==> src/hw/remainder_pkg.sv <==
// Fixed at 8-bit two's-complement operands; all modules size themselves from word_width here
`default_nettype none

package remainder_pkg;

    // Operand and result width
    localparam int word_width = 8;

    // One extra bit so the most negative dividend can still be driven to zero
    // (e.g. -128 rem 1 needs an increment of +128)
    localparam int word_width_long = word_width + 1;

    // Step counter runs from word_width_long - 1 down to zero
    localparam int steps_width = $clog2(word_width_long);
    localparam logic [steps_width-1:0] steps_initial = steps_width'(word_width_long - 1);

    // Control sequence load -> calc -> done, encoding is arbitrary
    typedef enum logic [1:0] {
        state_load = 2'b00,
        state_calc = 2'b10,
        state_done = 2'b11
    } state_t;

    // Operation selector for the remainder step
    localparam logic add_sub_add = 1'b0;
    localparam logic add_sub_sub = 1'b1;

    // Two's-complement sign bit values
    localparam logic sign_positive = 1'b0;
    localparam logic sign_negative = 1'b1;

endpackage

`default_nettype wire

==> src/hw/divide_control.sv <==
// One operation at a time; output_valid rises nine edges after the accepting edge (ten cycles with the accept cycle)
`default_nettype none

module divide_control (
    input  wire logic clock,
    input  wire logic reset,
    input  wire logic input_valid,
    input  wire logic output_ready,
    output logic      input_ready,
    output logic      output_valid,
    output logic      load,
    output logic      step
);

    remainder_pkg::state_t                 state;
    remainder_pkg::state_t                 state_next;
    logic [remainder_pkg::steps_width-1:0] step_count;
    logic                                  last_step;
    logic                                  deliver;

    // Handshake outputs come straight from the state
    assign input_ready  = (state == remainder_pkg::state_load);
    assign output_valid = (state == remainder_pkg::state_done);

    // Input transfer loads both data paths
    assign load = input_valid && input_ready;

    // Output transfer frees the unit for the next operand pair
    assign deliver = output_valid && output_ready;

    // Every calc cycle is one step, nothing stalls inside the iteration
    assign step = (state == remainder_pkg::state_calc);

    // Step at count zero uses the unshifted divisor, the smallest increment
    assign last_step = step && (step_count == '0);

    always_comb begin
        state_next = state;
        case (state)
            remainder_pkg::state_load: begin
                if (load) begin
                    state_next = remainder_pkg::state_calc;
                end
            end
            remainder_pkg::state_calc: begin
                if (last_step) begin
                    state_next = remainder_pkg::state_done;
                end
            end
            remainder_pkg::state_done: begin
                // Hold the result until the consumer takes it
                if (deliver) begin
                    state_next = remainder_pkg::state_load;
                end
            end
            default: begin
                state_next = remainder_pkg::state_load;
            end
        endcase
    end

    always_ff @(posedge clock) begin
        if (reset) begin
            state <= remainder_pkg::state_load;
        end else begin
            state <= state_next;
        end
    end

    // Counts down word_width_long steps, restarted by each load
    always_ff @(posedge clock) begin
        if (reset) begin
            step_count <= remainder_pkg::steps_initial;
        end else if (load) begin
            step_count <= remainder_pkg::steps_initial;
        end else if (step) begin
            // Wraps after the last step, harmless since load restarts it
            step_count <= step_count - 1'b1;
        end
    end

endmodule

`default_nettype wire

==> src/hw/divisor_shifter.sv <==
// Divisor is sign-extended to word_width_long; outputs are meaningful only after a load
`default_nettype none

module divisor_shifter (
    input  wire logic                                  clock,
    input  wire logic                                  reset,
    input  wire logic                                  load,
    input  wire logic                                  step,
    input  wire logic [remainder_pkg::word_width-1:0]  divisor,
    output logic                                       divisor_sign,
    output logic [remainder_pkg::word_width_long-1:0]  increment,
    output logic                                       increment_valid,
    output logic                                       divide_by_zero
);

    logic [remainder_pkg::word_width_long-1:0] divisor_long;
    logic [remainder_pkg::word_width_long-1:0] divisor_shift;
    logic                                      divisor_all_sign;

    // Sign extension by one bit
    assign divisor_long = {divisor[remainder_pkg::word_width-1], divisor};

    // {divisor_shift, increment} acts as one double-width word holding the divisor
    // shifted left by word_width; each step is an arithmetic shift right of that word,
    // so the increment walks from divisor << word_width down to the divisor itself
    always_ff @(posedge clock) begin
        if (load) begin
            // First shift is folded into the load
            divisor_shift <= {divisor_long[remainder_pkg::word_width_long-1],
                              divisor_long[remainder_pkg::word_width_long-1:1]};
            increment     <= {divisor_long[0], {remainder_pkg::word_width{1'b0}}};
            divisor_sign  <= divisor_long[remainder_pkg::word_width_long-1];
        end else if (step) begin
            // Sign bit is replicated, low bit moves into the top of the increment
            divisor_shift <= {divisor_shift[remainder_pkg::word_width_long-1],
                              divisor_shift[remainder_pkg::word_width_long-1:1]};
            increment     <= {divisor_shift[0],
                              increment[remainder_pkg::word_width_long-1:1]};
        end
    end

    // Flag is held with the result until the next load
    always_ff @(posedge clock) begin
        if (reset) begin
            divide_by_zero <= 1'b0;
        end else if (load) begin
            divide_by_zero <= (divisor == '0);
        end
    end

    // Upper half carries no significant bits any more
    assign divisor_all_sign = (divisor_sign == remainder_pkg::sign_positive) ?
                              (divisor_shift == '0) : (divisor_shift == '1);

    // Increment is a correct multiple only when nothing is left above it
    // and its own sign already matches the divisor sign
    // Caller chooses add_sub_add or add_sub_sub from divisor_sign, not here
    assign increment_valid = divisor_all_sign &&
                             (increment[remainder_pkg::word_width_long-1] == divisor_sign);

endmodule

`default_nettype wire

==> src/hw/remainder_accumulator.sv <==
// Truncated signed remainder; the result keeps the dividend sign and is read after the last step
`default_nettype none

module remainder_accumulator (
    input  wire logic                                  clock,
    input  wire logic                                  reset,
    input  wire logic                                  load,
    input  wire logic                                  step,
    input  wire logic [remainder_pkg::word_width-1:0]  dividend,
    input  wire logic                                  divisor_sign,
    input  wire logic [remainder_pkg::word_width_long-1:0] increment,
    input  wire logic                                  increment_valid,
    output logic [remainder_pkg::word_width-1:0]       remainder
);

    logic [remainder_pkg::word_width_long-1:0] remainder_long;
    logic                                      dividend_sign;
    logic                                      add_sub;
    logic [remainder_pkg::word_width_long:0]   candidate_wide;
    logic [remainder_pkg::word_width_long-1:0] candidate;
    logic                                      overflow;
    logic                                      keeps_sign;
    logic                                      step_accept;

    // Same signs move toward zero by subtracting, opposite signs by adding
    assign add_sub = (divisor_sign == dividend_sign) ?
                     remainder_pkg::add_sub_sub : remainder_pkg::add_sub_add;

    // One guard bit on top to catch signed overflow of the long word
    always_comb begin
        if (add_sub == remainder_pkg::add_sub_sub) begin
            candidate_wide = {remainder_long[remainder_pkg::word_width_long-1], remainder_long}
                           - {increment[remainder_pkg::word_width_long-1], increment};
        end else begin
            candidate_wide = {remainder_long[remainder_pkg::word_width_long-1], remainder_long}
                           + {increment[remainder_pkg::word_width_long-1], increment};
        end
    end

    assign candidate = candidate_wide[remainder_pkg::word_width_long-1:0];

    // Guard bit differs from the sign bit on overflow
    assign overflow = candidate_wide[remainder_pkg::word_width_long] ^
                      candidate_wide[remainder_pkg::word_width_long-1];

    // Candidate is still on the dividend side of zero
    assign keeps_sign = (dividend_sign == remainder_pkg::sign_negative) ?
                        candidate[remainder_pkg::word_width_long-1] :
                        !candidate[remainder_pkg::word_width_long-1];

    // Zero is accepted explicitly, a negative dividend can reach it too
    assign step_accept = increment_valid &&
                         ((keeps_sign && !overflow) || (candidate == '0));

    always_ff @(posedge clock) begin
        if (reset) begin
            // Zero remainder with a positive sign until the first load
            remainder_long <= '0;
            dividend_sign  <= remainder_pkg::sign_positive;
        end else if (load) begin
            remainder_long <= {dividend[remainder_pkg::word_width-1], dividend};
            dividend_sign  <= dividend[remainder_pkg::word_width-1];
        end else if (step && step_accept) begin
            remainder_long <= candidate;
        end
    end

    // Magnitude is below the divisor's, so the extra bit is only a sign copy here
    assign remainder = remainder_long[remainder_pkg::word_width-1:0];

endmodule

`default_nettype wire

==> src/hw/remainder_top.sv <==
// Single-issue remainder unit; a zero divisor returns the dividend with divide_by_zero set
`default_nettype none

module remainder_top (
    input  wire logic                                 clock,
    input  wire logic                                 reset,
    input  wire logic                                 input_valid,
    input  wire logic [remainder_pkg::word_width-1:0] dividend,
    input  wire logic [remainder_pkg::word_width-1:0] divisor,
    input  wire logic                                 output_ready,
    output logic                                      input_ready,
    output logic                                      output_valid,
    output logic [remainder_pkg::word_width-1:0]      remainder,
    output logic                                      divide_by_zero
);

    // Strobes from the controller to both data paths
    logic load;
    logic step;

    // Divisor path results consumed by the remainder path
    logic                                      divisor_sign;
    logic [remainder_pkg::word_width_long-1:0] increment;
    logic                                      increment_valid;

    divide_control divide_control_inst (
        .clock        (clock),
        .reset        (reset),
        .input_valid  (input_valid),
        .output_ready (output_ready),
        .input_ready  (input_ready),
        .output_valid (output_valid),
        .load         (load),
        .step         (step)
    );

    divisor_shifter divisor_shifter_inst (
        .clock           (clock),
        .reset           (reset),
        .load            (load),
        .step            (step),
        .divisor         (divisor),
        .divisor_sign    (divisor_sign),
        .increment       (increment),
        .increment_valid (increment_valid),
        .divide_by_zero  (divide_by_zero)
    );

    // Step decision is combinational across the two data paths
    remainder_accumulator remainder_accumulator_inst (
        .clock           (clock),
        .reset           (reset),
        .load            (load),
        .step            (step),
        .dividend        (dividend),
        .divisor_sign    (divisor_sign),
        .increment       (increment),
        .increment_valid (increment_valid),
        .remainder       (remainder)
    );

endmodule

`default_nettype wire

==> config.mk <==
export PLATFORM = sky130hd
export DESIGN_NAME = remainder_top
export DESIGN_NICKNAME = d
export VERILOG_FILES = /design/src/hw/remainder_pkg.sv /design/src/hw/divide_control.sv /design/src/hw/divisor_shifter.sv /design/src/hw/remainder_accumulator.sv /design/src/hw/remainder_top.sv
export SDC_FILE = /design/constraint.sdc
export NUM_CORES = 1
export LEC_CHECK = 0
export BUFFER_PORTS_ARGS = -buffer_cell sky130_fd_sc_hd__buf_2
export CORE_ASPECT_RATIO = 1.4
export CORE_MARGIN = 2
export CORE_UTILIZATION = 35
export CTS_BUF_LIST = sky130_fd_sc_hd__clkbuf_4
export DETAILED_ROUTE_END_ITERATION = 8
export GPL_TIMING_DRIVEN = 0
export SETUP_SLACK_MARGIN = 0.02
export SKIP_LAST_GASP = 1
export SLEW_MARGIN = 30
export SYNTH_ARGS = -nofsm -noshare
export SYNTH_HDL_FRONTEND = slang
export SYNTH_SLANG_ARGS = --single-unit
==> constraint.sdc <==
create_clock -name clock -period 3.5 [get_ports clock]
set_input_delay 0.525 -clock clock [delete_from_list [all_inputs] [get_ports clock]]
set_output_delay 0.525 -clock clock [all_outputs]
set_load 0.01 [all_outputs]
==> run_results.csv <==
group,metric,value,unit
die,start_util,36.03,%
sta,hold_viol_final,0,
synth,ys_seq_elements,36,
detailed_routing,drc_errors,0,
setup_path,startpoint,"divisor_shifter_inst.divisor_sign",
sta,post-route-period-util,98.38,%
final_layout,synthToLayoutAreaGrowth,22.83,%
global_route,antenna_found_initial,0,
global_route,grt_pass1_wl,9.784,mm
sta,fin_hold_ws,0.3745,ns
setup_path,r2r_start,"divisor_shifter_inst.divisor_sign",
sta,fin_ws,0.05669,ns
synth,synth.avg_cell_area,8.518,µm²
detailed_routing,viasPerCell,5.253,
place,place.gp.congestion,0.8077,
job,drv_cap,0,
setup_path,rr_worst_depth,12,
place,dp_hpwl,4.106,mm
setup_path,path_buf_inv,2,
setup_path,cp_max_fo,5,
synth,ys.flop_type,"dfxtp_1",
sta,worst_pin_slew,0.6592,ns
detailed_routing,routed-via-count,2101,
die,rows,35,
setup_path,critPathArrivalTime,3.70,ns
setup_path,cp_slowest_cell,"edfxtp_1",
setup_path,path_delay_family,"compound AO/OA/AOI/OAI gates",
final_layout,final_area,0.002888,mm²
synth,synth_edf_count,11,
synth,yosysTopAreaCell,"dfxtp_1",
clock_network,clockRootBuffer,"clkbuf_4",
setup_path,endpoint,"remainder_accumulator_inst.remainder_long[2]",
detailed_routing,wl_per_cell,14.46,µm
min_path,hold_class,"in -> reg",
synth,synth_warnings,0,
place,place_ws,-0.5285,ns
setup_path,worst_r2r_endpoint,"remainder_accumulator_inst.remainder_long[2]",
clock_network,cts.sinks,36,
die,die_area,0.007398,mm²
clock_network,cts_tree,"built",
clock_network,cts_hold_buf,0,
final_layout,diodes,0,
place,io_buffers,30,
synth,synth_top_area_share,21.29,%
sta,finalSetupViolCount,0,
sta,min_period,3.443,ns
setup_path,cp_cell_sequence,"xnor2_2 -> buf_6 -> mux2i_4 -> ha_1 -> nor2b_4 -> o21a_1 -> or3_4 -> a2111o_1 -> nor4_4 -> a221oi_4 -> buf_6 -> a311o_1",
setup_path,cpPeakStageDelay,0.45,ns
global_route,grt_usage,16.87,%
sta,max_freq,0.2904,GHz
sta,slew_viol_final,0,
sta,rsz0062_at_grt,"true",
synth,yosysSeqAreaShare,35.34,%
synth,ys_types,55,
setup_path,end_kind,"flop",
final_layout,drive_above_1_share,28.22,%
global_route,overflow,0,
sta,skew,0.004568,ns
die,io_pins,31,
synth,async_reset_ff_share,0,%
die,core,0.006525,mm²
detailed_routing,drt_wl_total,5.783,mm
final_layout,nNetsFinal,357,
synth,synthTopCellsByArea,"dfxtp_1 (21%), edfxtp_1 (14%), nand2_1 (7.8%)",
setup_path,crit_top_cell,"buf_6",
place,detailed_place.area,0.002594,mm²
synth,synthCells,276,
synth,syn_area,0.002351,mm²
clock_network,clockBufferDepth,2,
setup_path,required,3.75,ns
setup_path,rrSetupSlack,0.06,ns
clock_network,ctsHtreeMaxLevel,2,
outcome,outcome,"complete, no violations",
clock_network,clk_latency,0.35,ns
pwr,cellLeakagePower,1.149,nW
setup_path,worst_setup_path_start_kind,"flop",
die,die_width,73.27,µm
setup_path,path_class,"reg -> reg",
detailed_routing,postRouteAntennaNets,0,
pwr,p_per_area,386.3,mW/mm²
clock_network,clk_pin_slew_worst_paths,0.12,ns
sta,maxSlewHeadroom,56.06,%
detailed_routing,drt_iter0_markers,58,
pwr,vdd_drop_max,0.0001933,V
final_layout,final_util,44.26,%
synth,syn_nets,308,
sta,finalSetupTns,0,ns
global_route,grt_pass1_vias,2040,
die,die_h,101.0,µm
clock_network,numCtsBuffers,5,
setup_path,worstSetupPathDepth,12,
global_route,grt_max_degree,13,
detailed_routing,firstDrtPassIters,4,
-- repair_timing --
item                       in CTS  in global routing
buffers inserted                8                  2
gates resized for setup        18                 13
cloned                          2                  0
setup endpoints to repair       9                  9
pin swaps                       6                 17
-- per-layer routing --
metal | global-route usage, % | share of wire [%]
met5 | 0 | 0
met4 | 5.556 | 1.5
met3 | 2.400 | 2.8
met2 | 29.94 | 52
met1 | 20.47 | 44
-- flip-flops by register name, summed over array words and instances, names as in the netlist --
| signal | flops |
|---|---|
| divisor_shifter_inst.divide_by_zero | 1 |
| divide_control_inst.state | 2 |
| divisor_shifter_inst.increment | 9 |
| remainder_accumulator_inst.remainder_long | 9 |
| divisor_shifter_inst.divisor_sign | 1 |
| remainder_accumulator_inst.dividend_sign | 1 |
| divide_control_inst.step_count | 4 |
| divisor_shifter_inst.divisor_shift | 9 |
-- through the flow --
stage	std cells	total power, mW
after floorplan	276	0.7412
after global routing	400	1.187
after global placement	380	0.8135
final	400	1.116
after CTS	398	1.109
after detailed placement	380	0.8175
-- kinds of logic after synthesis --
logic type	share of synthesized area (%)
flops	35.34
mux	0.4258
fa+ha+maj	6.706
compound gates	17.19
simple gates	26.82
xor+xnor	5.960
buf+inv	7.557
-- cells in the final DEF (no fill, tap or decap), drive strengths merged, types with 4 or more instances in the layout --
cell type | synthesis | final
inv | 12 | 13
xor2 | 4 | 4
nor4 | 15 | 15
a2111oi | 4 | 4
nor3b | 8 | 8
nand2 | 49 | 49
dfxtp | 25 | 25
nor2 | 17 | 17
buf | 14 | 56
edfxtp | 11 | 11
a211oi | 4 | 4
nor2b | 4 | 4
nor3 | 11 | 11
clkbuf | 8 | 13
a21o | 4 | 4
xnor2 | 12 | 12
a21oi | 21 | 21
ha | 11 | 11
-- final cells by class --
type | instances | area, µm²
plain buffers | 22 | 136.4
clock buffers | 5 | 37.54
clock inverters | 3 | 17.52
fillers | 647 | 3637
inverters | 12 | 45.04
multi-input cells | 206 | 1479
flip-flops and latches | 36 | 838.3
well taps | 74 | 92.59
repair buffers | 42 | 241.5
-- worst reg2reg max path: cells and delay by family, from the launching register on --
kind	cells	cell delay, ns
buf+inv	2	0.32
compound gates	4	1.07
fa+ha+maj	1	0.27
mux	1	0.28
flops	1	0.45
xor+xnor	1	0.18
simple gates	3	0.77
-- where the power goes --
| group | leakage [nW] | switching [mW] | internal, mW |
|---|---|---|---|
| combinational | 0.800 | 0.218 | 0.166 |
| sequential | 0.316 | 0.0300 | 0.466 |
| clock | 0.0330 | 0.158 | 0.0775 |
-- synthesized netlist by cell type (3+ instances only) --
cell	number
inv_1	12
ha_1	11
nor3b_1	8
edfxtp_1	11
nand2b_1	3
o21ai_0	3
nor4_1	13
nand2_1	49
xnor2_1	12
nand3_1	3
a2111oi_2	3
nor3_1	11
a21o_1	4
dfxtp_1	25
a211o_1	3
clkbuf_1	8
buf_4	9
xor2_1	4
a21oi_1	20
a211oi_1	4
nor2_1	17
nor2b_1	4
-- how the worst min path moves through the flow --
stage	startpoint	end	slack, ns	depth (start not counted)
2_1_floorplan	divide_control_inst.step_count[3]	divide_control_inst.step_count[3]	0.47	2
3_3_place_gp	divisor_shifter_inst.divide_by_zero	divisor_shifter_inst.divide_by_zero	0.44	2
3_5_place_dp	divisor_shifter_inst.divide_by_zero	divisor_shifter_inst.divide_by_zero	0.45	2
4_1_cts	divisor[7]	divisor_shifter_inst.divisor_sign	0.37	1
5_1_grt	divisor[7]	divisor_shifter_inst.divisor_sign	0.37	1
6_report	divisor[7]	divisor_shifter_inst.divisor_sign	0.37	1
Note: power is estimated with default switching activity, not from simulation.
